## config.mk

```make
export PLATFORM = sky130hd
export DESIGN_NAME = des_decrypt_core
export DESIGN_NICKNAME = d
export VERILOG_FILES = /design/src/hw/des_types_pkg.sv /design/src/hw/des_tables_pkg.sv /design/src/hw/des_round_ctrl.sv /design/src/hw/des_key_schedule.sv /design/src/hw/des_round_datapath.sv /design/src/hw/des_decrypt_core.sv
export SDC_FILE = /design/constraint.sdc
export NUM_CORES = 1
export LEC_CHECK = 0
export BUFFER_PORTS_ARGS = -buffer_cell sky130_fd_sc_hd__buf_2
export CAP_MARGIN = 0
export CORE_MARGIN = 3
export CORE_UTILIZATION = 63
export DETAILED_ROUTE_END_ITERATION = 10
export PLACE_DENSITY = 0.93
export SLEW_MARGIN = 20
export SYNTH_ARGS = -nofsm -noshare
export SYNTH_HDL_FRONTEND = slang
export SYNTH_SLANG_ARGS = --single-unit
```

## constraint.sdc

```tcl
create_clock -name clk -period 8 [get_ports clk]
set_input_delay 1.6 -clock clk [delete_from_list [all_inputs] [get_ports clk]]
set_output_delay 1.6 -clock clk [all_outputs]
set_load 0.005 [all_outputs]
```

## src/hw/des_types_pkg.sv

```systemverilog
package des_types_pkg;

    // full DES runs sixteen rounds; fewer are only for reduced-round testing.
    localparam int DES_ROUNDS = 16;

    // a 64-bit data or key block, bit 63 being DES bit 1.
    typedef logic [63:0] block_t;

    // one Feistel half, L or R.
    typedef logic [31:0] half_t;

    // one key-schedule half, C or D.
    typedef logic [27:0] cd_t;

    // round subkey after PC-2.
    typedef logic [47:0] subkey_t;

    // round index, counted from 1.
    typedef logic [4:0] round_t;

    typedef enum logic
    {
        IDLE = 1'b0,
        RUN  = 1'b1
    } ctrl_state_t;

endpackage

```

## src/hw/des_tables_pkg.sv

```systemverilog
package des_tables_pkg;

    // entries use the DES numbering, where bit 1 is the most significant input bit.
    // tables shorter than 64 entries are padded with zeros that are never read.
    typedef logic [6:0] perm_tbl_t [64];

    localparam perm_tbl_t ip_perm = '{
        58, 50, 42, 34, 26, 18, 10,  2, 60, 52, 44, 36, 28, 20, 12,  4,
        62, 54, 46, 38, 30, 22, 14,  6, 64, 56, 48, 40, 32, 24, 16,  8,
        57, 49, 41, 33, 25, 17,  9,  1, 59, 51, 43, 35, 27, 19, 11,  3,
        61, 53, 45, 37, 29, 21, 13,  5, 63, 55, 47, 39, 31, 23, 15,  7
    };

    localparam perm_tbl_t fp_perm = '{
        40,  8, 48, 16, 56, 24, 64, 32, 39,  7, 47, 15, 55, 23, 63, 31,
        38,  6, 46, 14, 54, 22, 62, 30, 37,  5, 45, 13, 53, 21, 61, 29,
        36,  4, 44, 12, 52, 20, 60, 28, 35,  3, 43, 11, 51, 19, 59, 27,
        34,  2, 42, 10, 50, 18, 58, 26, 33,  1, 41,  9, 49, 17, 57, 25
    };

    localparam perm_tbl_t pc1_perm = '{
        57, 49, 41, 33, 25, 17,  9,  1, 58, 50, 42, 34, 26, 18, 10,  2,
        59, 51, 43, 35, 27, 19, 11,  3, 60, 52, 44, 36, 63, 55, 47, 39,
        31, 23, 15,  7, 62, 54, 46, 38, 30, 22, 14,  6, 61, 53, 45, 37,
        29, 21, 13,  5, 28, 20, 12,  4,  0,  0,  0,  0,  0,  0,  0,  0
    };

    localparam perm_tbl_t pc2_perm = '{
        14, 17, 11, 24,  1,  5,  3, 28, 15,  6, 21, 10, 23, 19, 12,  4,
        26,  8, 16,  7, 27, 20, 13,  2, 41, 52, 31, 37, 47, 55, 30, 40,
        51, 45, 33, 48, 44, 49, 39, 56, 34, 53, 46, 42, 50, 36, 29, 32,
         0,  0,  0,  0,  0,  0,  0,  0,  0,  0,  0,  0,  0,  0,  0,  0
    };

    localparam perm_tbl_t e_perm = '{
        32,  1,  2,  3,  4,  5,  4,  5,  6,  7,  8,  9,  8,  9, 10, 11,
        12, 13, 12, 13, 14, 15, 16, 17, 16, 17, 18, 19, 20, 21, 20, 21,
        22, 23, 24, 25, 24, 25, 26, 27, 28, 29, 28, 29, 30, 31, 32,  1,
         0,  0,  0,  0,  0,  0,  0,  0,  0,  0,  0,  0,  0,  0,  0,  0
    };

    localparam perm_tbl_t p_perm = '{
        16,  7, 20, 21, 29, 12, 28, 17,  1, 15, 23, 26,  5, 18, 31, 10,
         2,  8, 24, 14, 32, 27,  3,  9, 19, 13, 30,  6, 22, 11,  4, 25,
         0,  0,  0,  0,  0,  0,  0,  0,  0,  0,  0,  0,  0,  0,  0,  0,
         0,  0,  0,  0,  0,  0,  0,  0,  0,  0,  0,  0,  0,  0,  0,  0
    };

    // rotation amount per key-schedule step, step 1 first.
    localparam logic [1:0] shift_sched [16] = '{1, 1, 2, 2, 2, 2, 2, 2, 1, 2, 2, 2, 2, 2, 2, 1};

    // each box is indexed by {outer bits, middle four bits}, so row-major order.
    localparam logic [3:0] sbox_lut [8][64] = '{
        '{14,  4, 13,  1,  2, 15, 11,  8,  3, 10,  6, 12,  5,  9,  0,  7,
           0, 15,  7,  4, 14,  2, 13,  1, 10,  6, 12, 11,  9,  5,  3,  8,
           4,  1, 14,  8, 13,  6,  2, 11, 15, 12,  9,  7,  3, 10,  5,  0,
          15, 12,  8,  2,  4,  9,  1,  7,  5, 11,  3, 14, 10,  0,  6, 13},
        '{15,  1,  8, 14,  6, 11,  3,  4,  9,  7,  2, 13, 12,  0,  5, 10,
           3, 13,  4,  7, 15,  2,  8, 14, 12,  0,  1, 10,  6,  9, 11,  5,
           0, 14,  7, 11, 10,  4, 13,  1,  5,  8, 12,  6,  9,  3,  2, 15,
          13,  8, 10,  1,  3, 15,  4,  2, 11,  6,  7, 12,  0,  5, 14,  9},
        '{10,  0,  9, 14,  6,  3, 15,  5,  1, 13, 12,  7, 11,  4,  2,  8,
          13,  7,  0,  9,  3,  4,  6, 10,  2,  8,  5, 14, 12, 11, 15,  1,
          13,  6,  4,  9,  8, 15,  3,  0, 11,  1,  2, 12,  5, 10, 14,  7,
           1, 10, 13,  0,  6,  9,  8,  7,  4, 15, 14,  3, 11,  5,  2, 12},
        '{ 7, 13, 14,  3,  0,  6,  9, 10,  1,  2,  8,  5, 11, 12,  4, 15,
          13,  8, 11,  5,  6, 15,  0,  3,  4,  7,  2, 12,  1, 10, 14,  9,
          10,  6,  9,  0, 12, 11,  7, 13, 15,  1,  3, 14,  5,  2,  8,  4,
           3, 15,  0,  6, 10,  1, 13,  8,  9,  4,  5, 11, 12,  7,  2, 14},
        '{ 2, 12,  4,  1,  7, 10, 11,  6,  8,  5,  3, 15, 13,  0, 14,  9,
          14, 11,  2, 12,  4,  7, 13,  1,  5,  0, 15, 10,  3,  9,  8,  6,
           4,  2,  1, 11, 10, 13,  7,  8, 15,  9, 12,  5,  6,  3,  0, 14,
          11,  8, 12,  7,  1, 14,  2, 13,  6, 15,  0,  9, 10,  4,  5,  3},
        '{12,  1, 10, 15,  9,  2,  6,  8,  0, 13,  3,  4, 14,  7,  5, 11,
          10, 15,  4,  2,  7, 12,  9,  5,  6,  1, 13, 14,  0, 11,  3,  8,
           9, 14, 15,  5,  2,  8, 12,  3,  7,  0,  4, 10,  1, 13, 11,  6,
           4,  3,  2, 12,  9,  5, 15, 10, 11, 14,  1,  7,  6,  0,  8, 13},
        '{ 4, 11,  2, 14, 15,  0,  8, 13,  3, 12,  9,  7,  5, 10,  6,  1,
          13,  0, 11,  7,  4,  9,  1, 10, 14,  3,  5, 12,  2, 15,  8,  6,
           1,  4, 11, 13, 12,  3,  7, 14, 10, 15,  6,  8,  0,  5,  9,  2,
           6, 11, 13,  8,  1,  4, 10,  7,  9,  5,  0, 15, 14,  2,  3, 12},
        '{13,  2,  8,  4,  6, 15, 11,  1, 10,  9,  3, 14,  5,  0, 12,  7,
           1, 15, 13,  8, 10,  3,  7,  4, 12,  5,  6, 11,  0, 14,  9,  2,
           7, 11,  4,  1,  9, 12, 14,  2,  0,  6, 10, 13, 15,  3,  5,  8,
           2,  1, 14,  7,  4, 10,  8, 13, 15, 12,  9,  0,  3,  5,  6, 11}
    };

    // takes an in_w-bit value right-justified in din, returns out_w bits right-justified.
    function automatic des_types_pkg::block_t permute(des_types_pkg::block_t din, int in_w,
                                                      perm_tbl_t tbl, int out_w);
        des_types_pkg::block_t dout;
        dout = '0;
        for (int i = 0; i < out_w; i++)
        begin
            dout[out_w - 1 - i] = din[in_w - int'(tbl[i])];
        end
        return dout;
    endfunction

    function automatic logic [3:0] sbox_lookup(int n, logic [5:0] din);
        return sbox_lut[n][{din[5], din[0], din[4:1]}];
    endfunction

    function automatic des_types_pkg::half_t feistel_f(des_types_pkg::half_t r,
                                                       des_types_pkg::subkey_t k);
        des_types_pkg::block_t expanded;
        des_types_pkg::subkey_t mixed;
        des_types_pkg::half_t s_out;
        des_types_pkg::block_t p_out;
        expanded = permute({32'b0, r}, 32, e_perm, 48);
        mixed = expanded[47:0] ^ k;
        for (int i = 0; i < 8; i++)
        begin
            s_out[31 - 4 * i -: 4] = sbox_lookup(i, mixed[47 - 6 * i -: 6]);
        end
        p_out = permute({32'b0, s_out}, 32, p_perm, 32);
        return p_out[31:0];
    endfunction

endpackage

```

## src/hw/des_round_ctrl.sv

```systemverilog
module des_round_ctrl #(
    parameter int NUM_ROUNDS = des_types_pkg::DES_ROUNDS
) (
    input  logic                  clk,
    input  logic                  reset,
    input  logic                  start,
    output logic                  load,
    output logic                  round_en,
    output des_types_pkg::round_t round_idx,
    output logic                  done
);

    des_types_pkg::ctrl_state_t state;

    // load must act on the same edge that samples start, so it is decoded.
    assign load = (state == des_types_pkg::IDLE) && start;
    assign round_en = (state == des_types_pkg::RUN);

    always_ff @(posedge clk)
    begin
        if (reset)
        begin
            state <= des_types_pkg::IDLE;
            round_idx <= '0;
            done <= 1'b0;
        end
        else
        begin
            done <= 1'b0;
            case (state)
                des_types_pkg::IDLE:
                begin
                    if (start)
                    begin
                        state <= des_types_pkg::RUN;
                        round_idx <= des_types_pkg::round_t'(1);
                    end
                end
                des_types_pkg::RUN:
                begin
                    // the last round is applied on this edge, so done shows next cycle.
                    if (round_idx == des_types_pkg::round_t'(NUM_ROUNDS))
                    begin
                        state <= des_types_pkg::IDLE;
                        done <= 1'b1;
                    end
                    else
                    begin
                        round_idx <= round_idx + des_types_pkg::round_t'(1);
                    end
                end
                default:
                begin
                    state <= des_types_pkg::IDLE;
                end
            endcase
        end
    end

endmodule

```

## src/hw/des_key_schedule.sv

```systemverilog
module des_key_schedule (
    input  logic                   clk,
    input  des_types_pkg::block_t  key,
    input  logic                   load,
    input  logic                   round_en,
    input  des_types_pkg::round_t  round_idx,
    output des_types_pkg::subkey_t subkey
);

    des_types_pkg::cd_t c_reg;
    des_types_pkg::cd_t d_reg;
    des_types_pkg::block_t pc1_out;
    des_types_pkg::block_t pc2_out;
    logic [3:0] sched_idx;
    logic [1:0] shift;

    assign pc1_out = des_tables_pkg::permute(key, 64, des_tables_pkg::pc1_perm, 56);

    // round r rotates by step 17 - r, which walks the encryption schedule backwards.
    assign sched_idx = 4'(5'd16 - round_idx);
    assign shift = des_tables_pkg::shift_sched[sched_idx];

    always_ff @(posedge clk)
    begin
        if (load)
        begin
            c_reg <= pc1_out[55:28];
            d_reg <= pc1_out[27:0];
        end
        else if (round_en)
        begin
            if (shift == 2'd2)
            begin
                c_reg <= {c_reg[1:0], c_reg[27:2]};
                d_reg <= {d_reg[1:0], d_reg[27:2]};
            end
            else
            begin
                c_reg <= {c_reg[0], c_reg[27:1]};
                d_reg <= {d_reg[0], d_reg[27:1]};
            end
        end
    end

    // the loaded halves already give K16 since a full schedule rotates by 28.
    assign pc2_out = des_tables_pkg::permute({8'b0, c_reg, d_reg}, 56,
                                             des_tables_pkg::pc2_perm, 48);
    assign subkey = pc2_out[47:0];

endmodule

```

## src/hw/des_round_datapath.sv

```systemverilog
module des_round_datapath (
    input  logic                   clk,
    input  des_types_pkg::block_t  cipher,
    input  logic                   load,
    input  logic                   round_en,
    input  des_types_pkg::subkey_t subkey,
    output des_types_pkg::block_t  plain
);

    des_types_pkg::half_t l_reg;
    des_types_pkg::half_t r_reg;
    des_types_pkg::half_t f_out;
    des_types_pkg::block_t ip_out;

    assign ip_out = des_tables_pkg::permute(cipher, 64, des_tables_pkg::ip_perm, 64);
    assign f_out = des_tables_pkg::feistel_f(r_reg, subkey);

    always_ff @(posedge clk)
    begin
        if (load)
        begin
            l_reg <= ip_out[63:32];
            r_reg <= ip_out[31:0];
        end
        else if (round_en)
        begin
            l_reg <= r_reg;
            r_reg <= l_reg ^ f_out;
        end
    end

    // the halves are swapped back before FP, undoing the last round's exchange.
    assign plain = des_tables_pkg::permute({r_reg, l_reg}, 64, des_tables_pkg::fp_perm, 64);

endmodule

```

## src/hw/des_decrypt_core.sv

```systemverilog
module des_decrypt_core #(
    parameter int NUM_ROUNDS = des_types_pkg::DES_ROUNDS
) (
    input  logic                  clk,
    input  logic                  reset,
    input  logic                  start,
    input  des_types_pkg::block_t key,
    input  des_types_pkg::block_t cipher,
    output des_types_pkg::block_t plain,
    output logic                  done
);

    logic load;
    logic round_en;
    des_types_pkg::round_t round_idx;
    des_types_pkg::subkey_t subkey;

    des_round_ctrl #(
        .NUM_ROUNDS (NUM_ROUNDS)
    ) ctrl0 (
        .clk       (clk),
        .reset     (reset),
        .start     (start),
        .load      (load),
        .round_en  (round_en),
        .round_idx (round_idx),
        .done      (done)
    );

    des_key_schedule keys0 (
        .clk       (clk),
        .key       (key),
        .load      (load),
        .round_en  (round_en),
        .round_idx (round_idx),
        .subkey    (subkey)
    );

    // one round per clock, keyed by the subkey of the current schedule step.
    des_round_datapath data0 (
        .clk      (clk),
        .cipher   (cipher),
        .load     (load),
        .round_en (round_en),
        .subkey   (subkey),
        .plain    (plain)
    );

endmodule

```

==> impl_results.md, run 1 <==
- Initial core utilization: 0.651
- NumNets Final: 1,640
- CP Launch Point: data0.r_reg[1]
- Global route total overflow: 0
- Lkg Pwr: 5.74 nW
- Per-cell routed wire length: 20.5 um
- Post-route ant nets: 0
- Pwr Density: 513 nW/um^2
- Final wirelength: 34,600 um
- Fin Clk Skew: 11.3 ps
- Clk root buf: clkbuf_16
- Fin. Hold Viols: 0
- Remaining DRCs: 0
- Io pins: 196
- Clock transition at path regs: 70 ps
- Post-DP HPWL: 24,200 um
- DIE WIDTH: 143 um
- Fmax: 284 MHz
- Fin cells: 1,685
- WS Path Type: flop to flop
- Outcome: finished clean
- DR vias: 11,200
- Largest cells by area after synthesis: edfxtp_1, mux2i_1, nand2_1
- Row count: 49
- Die height: 143 um
- Ys Warns: 0
- Die area: 20,600 um^2
- Worst Max-Slew Pin Slew: 1100 ps
- Total CTS buffers: 17
- First-pass iteration count of the detailed router: 6
- Fill cell count: 1,330
- Critical Path RT: 8280 ps
- Initial antenna violation count: 0
- Worst Path Max Fanout: 14
- Max cap viols: 0
- Clk sink count: 127
- Final min period: 3520 ps
- Sequential area share after synthesis: 0.315
- Core Footprint: 18,300 um^2
- HP Class: flop to flop
- Final setup viols: 0
- Gate count of the mapped netlist: 1,309
- Area of the multi-input gates: 7680 um^2
- VDD IR max: 0.233 mV
- Vias per cell: 6.62
- Top cell type by total area after synthesis: edfxtp_1
- Crit path DAT: 3800 ps
- Proportion of netlist area held by the largest area contributor: 0.303
- Longest Clk Path Bufs: 2
- Fin. max-slew vios: 0
- Synth unique cells: 85
- GPL Wtd Cong: 0.951
- Crit share post-route: 0.440
- Setup Slack @ Placement: 4310 ps
- FF+latch count, synth: 127
- Synth Flop Type: edfxtp_1
- Crit path capture type: flop
- Post-synth ARST share: 0
- Synthesized Nets: 1,507
- Overall Global Routing Usage: 0.330
- Final setup margin: 4480 ps
- Avg Cell Area, Syn: 9.09 um^2
- Unrepaired setup endpoints after global routing: no
- Largest net degree at the start of global routing: 101
- First-pass GRT wire length: 54,300 um
- Worst skew pair latency: 440 ps
- Max-Slew Margin vs Limit: 0.258
- Worst hold start: ctrl0.round_idx[3]
- Mapped Area: 11,900 um^2
- Share of cells above drive strength 1: 0.199
- EDFF count, synth: 120
- 1st-iter DRT viols: 1,508
- Worst r2r src: data0.r_reg[1]
- Area Growth Syn to Fin: 13.4%
- Hold buffers post-CTS: 0
- CP Launch Type: flop
- Postcts setup bufs: 0
- Cell with the most instances after synthesis: nand2_1
- CTS tree: done
- Placed insts: 1,652
- Post-synth top cells: nand2_1, edfxtp_1, mux2i_1
- Setup TNS: 0 ps
- H-Tree Depth: 4
- IO Port Bufs: 187
- R2R setup slack: 4480 ps
- Vias in the first global route: 10,500
- Register area: 3740 um^2
- Post_cts resized: 0
-- cell families (layout without fill, tap and decap cells) --
logic type,after synthesis,after routing,share of synthesized area
compound gates,286,286,0.165
xor+xnor,105,105,0.0909
fa+ha+maj,68,68,0.0713
buf+inv,131,277,0.0461
flops,127,127,0.315
mux,143,143,0.147
other cells,0,1,0
simple gates,449,449,0.165
-- stage by stage --
stage	instance area, um^2	power [mW]	hold WS (ps)	util
finish	13500	6.92	612	0.739
floorplan	11900	4.86	512	-
global route	13500	7.39	651	0.738
detailed placement	12900	5.93	592	0.704
CTS	13500	6.78	604	0.736
global placement	12900	5.76	576	0.704
-- area by class of cell --
cell class / instances / share of cell area
inverters: 47 / 0.0131
clock buffers: 17 / 0.0315
multi-input cells: 1051 / 0.569
diodes: 1 / 0.000185
clock inverters: 15 / 0.0121
well taps: 229 / 0.0212
repair buffers: 198 / 0.0755
flip-flops and latches: 127 / 0.277
-- critical path: stages (launching register included) --
cell and delay (ps):
edfxtp_1 540, xor2_1 900, inv_1 430, ha_1 320
mux4_2 470, nor2_1 110, nor3_1 70, or3_1 360
a31oi_1 160
-- path summary, 6_finish.rpt --
path | to | cells past startpoint
worst min-delay path | ctrl0.round_idx[3] | 1
worst max register to register | data0.r_reg[27] | 8
worst max-delay path | data0.r_reg[27] | 8
worst min register to register | ctrl0.round_idx[3] | 1
-- placed cells by master, fill, tap and decap left out, types with 6 or more instances in the layout --
| cell | netlist | layout |
|---|---|---|
| nor2_1 | 75 | 75 |
| o21a_1 | 6 | 6 |
| a211oi_1 | 20 | 20 |
| o21ai_0 | 84 | 83 |
| nand3_1 | 42 | 42 |
| clkbuf_16 | 0 | 17 |
| buf_2 | 27 | 187 |
| nor4_1 | 8 | 8 |
| mux4_1 | 6 | 6 |
| nand2b_1 | 7 | 6 |
| nand4_1 | 6 | 6 |
| o2111ai_1 | 12 | 12 |
| xor2_1 | 38 | 37 |
| mux2i_1 | 115 | 115 |
| a311oi_1 | 6 | 6 |
| ha_1 | 67 | 67 |
| a21oi_1 | 39 | 39 |
| mux4_2 | 17 | 17 |
| o31ai_1 | 9 | 9 |
| buf_4 | 2 | 11 |
| a211o_1 | 7 | 7 |
| dfxtp_1 | 7 | 7 |
| xor2_2 | 9 | 10 |
| and3_1 | 8 | 8 |
| nor3_1 | 42 | 42 |
| edfxtp_1 | 120 | 120 |
| nand2_1 | 231 | 231 |
| or3_1 | 9 | 9 |
| xnor2_1 | 50 | 45 |
| xnor2_2 | 5 | 10 |
| o211ai_1 | 20 | 20 |
| inv_1 | 42 | 42 |
| a2111oi_0 | 9 | 9 |
-- where the power goes --
group / internal, mW / switching, mW / total [mW]
combinational: 1.96 / 2.76 / 4.72
sequential: 1.02 / 0.377 / 1.40
clock: 0.444 / 0.358 / 0.802
-- layer usage --
metal  GRT usage  share of wire  up-vias
met5           0              0        -
met4       0.131          0.036        0
met3      0.0686           0.10      104
met2       0.535           0.47      690
met1       0.435           0.39     5264
li1            -              -     5092
No activity file was read; power rests on OpenSTA's default activity.
==> run 2, diff against run 1 <==
- CORE_UTILIZATION: 63 -> 53
- PLACE_DENSITY: 0.93 -> 0.84
- clock period: 8 -> 3.2 ns (I/O delays scaled with it)
==> run 2 against run 1 <==
Effect of this change:
- core utilization fell by 10 points
- design area rose by 3.7%
- largest power group unchanged
- highest routed layer unchanged
- sequential share of layout area decreased by 1.0 points
- hold slack got worse by 160 ps
- critical path type unchanged
- setup slack got worse by 4300 ps
- clock power up 150%
- critical path depth shrank 1
- clock skew shrank 1.1 ps
==> impl_results.md, run 2 (synthesis gave the netlist of run 1 again) <==
- Final core occ: 0.637
- Clk root buf: clkbuf_16
- Overall Global Routing Usage: 0.285
- Final wirelength: 35,100 um
- 1st-iter DRT viols: 1,188
- Setup TNS: 0 ps
- Share of cells above drive strength 1: 0.226
- CP Launch Type: flop
- Worst Max-Slew Pin Slew: 836 ps
- Per-cell routed wire length: 19.6 um
- Worst skew pair latency: 430 ps
- Remaining DRCs: 0
- Crit path DAT: 3200 ps
- Pwr Density: 1280 nW/um^2
- Clock network fraction of total power: 0.111
- Fin cells: 1,791
- Unrepaired setup endpoints after global routing: no
- Io pins: 196
- Global route total overflow: 0
- CTS tree: done
- Sw Ratio: 0.487
- Switching power: 8.69 mW
- Postcts setup bufs: 0
- CP Cell Sequence: xor2_2 > ha_1 > o22ai_1 > o22ai_1 > a2111oi_1 > nor3_1 > o31ai_1
- Critical Path RT: 3390 ps
- Outcome: finished clean
- Post_cts resized: 0
- Fin Clk Skew: 10.2 ps
- Seq pwr share: 0.191
- Commonest non-fill, non-tap cell in the layout: nand2_1
- Buffers plus inverters on the worst setup path: 0
- Die area: 24,300 um^2
- Core Footprint: 22,000 um^2
- H-Tree Depth: 4
- Max-Slew Margin vs Limit: 0.440
- Lkg Pwr: 5.99 nW
- Vias in the first global route: 10,300
- Fin. Hold Viols: 0
- CP top delay family: compound AO/OA/AOI/OAI gates
- NumNets Final: 1,696
- Longest Clk Path Bufs: 2
- Area Growth Syn to Fin: 17.6%
- VDD IR max: 0.510 mV
- Clock transition at path regs: 70 ps
- Crit share post-route: 0.942
- Worst Path Max Fanout: 10
- Fmax: 332 MHz
- Largest net degree at the start of global routing: 97
- Placed insts: 1,759
- Hold buffers post-CTS: 0
- WS Path Type: flop to flop
- Slowest stage delay, CP: 550 ps
- Comb pwr share: 0.698
- Clk sink count: 127
- IO Port Bufs: 187
- Antenna Cells: 0
- Internal Power: 9.16 mW
- Total CTS buffers: 17
- Commonest cells after routing, fill and taps aside: nand2_1, buf_2, edfxtp_1, mux2i_1, o21ai_0
- Crit path capture type: flop
- Row count: 54
- DIE WIDTH: 156 um
- Die height: 156 um
- DR vias: 11,100
- Final min period: 3010 ps
- Max cap viols: 0
- Vias per cell: 6.22
- Final setup viols: 0
- Post-DP HPWL: 25,800 um
- HP Class: input port to flop
- Initial core utilization: 0.542
- First-pass GRT wire length: 55,200 um
- Worst path most repeated cell: o22ai_1
- Fin. max-slew vios: 0
- Initial antenna violation count: 0
- CP max stage cell: xor2_2
- First-pass iteration count of the detailed router: 6
- GPL Wtd Cong: 0.979
- Post-route ant nets: 0
## run 2: path summary, 6_finish.rpt
| path | slack, ps | to | cells past startpoint | from |
|---|---|---|---|---|
| setup / recovery | 190 | data0.r_reg[28] | 7 | data0.r_reg[8] |
| hold / removal | 450 | ctrl0.round_idx[2] | 2 | reset |
| setup reg to reg | 190 | data0.r_reg[28] | 7 | data0.r_reg[8] |
| hold reg to reg | 610 | ctrl0.round_idx[2] | 2 | ctrl0.round_idx[2] |
## run 2: per-layer routing
metal,wire (um),share of wire,track usage,vias to the layer above
met5,0,0,0,-
met4,1010,0.029,0.0883,0
met3,3000,0.085,0.0544,75
met2,16700,0.48,0.466,577
met1,14400,0.41,0.384,5289
li1,-,-,-,5195
## run 2: area by class of cell
type / count / area (um^2)
clock inverters: 15 / 161
clock buffers: 17 / 425
inverters: 47 / 176
well taps: 280 / 350
flip-flops and latches: 127 / 3740
fillers: 1725 / 7960
multi-input cells: 1051 / 7640
repair buffers: 254 / 1500
## run 2: worst register-to-register path, stage by stage, from the launching register on
cell and delay (ps):
edfxtp_1 500, xor2_2 550, ha_1 370, o22ai_1 170, o22ai_1 100, a2111oi_1 530, nor3_1 130, o31ai_1 430
## run 2: power by group through the flow
| stage | combinational, mW | clock (mW) | sequential (mW) |
|---|---|---|---|
| 5_1_grt | 13.6 | 2.08 | 3.46 |
| 3_3_place_gp | 11.8 | 0 | 3.39 |
| 6_report | 12.5 | 1.98 | 3.41 |
| 3_5_place_dp | 12.1 | 0 | 3.42 |
| 4_1_cts | 12.3 | 2.00 | 3.39 |
| 2_1_floorplan | 9.10 | 0 | 3.05 |
## run 2: per-stage QoR
stage	cell area, um^2	hold WS (ps)	total power [mW]	setup slack, ps
after floorplan	11900	512	12.2	246
after global placement	13400	571	15.2	332
after detailed placement	13400	605	15.6	286
after CTS	14000	438	17.6	176
after global routing	14000	454	19.2	8.56
final	14000	451	17.9	187
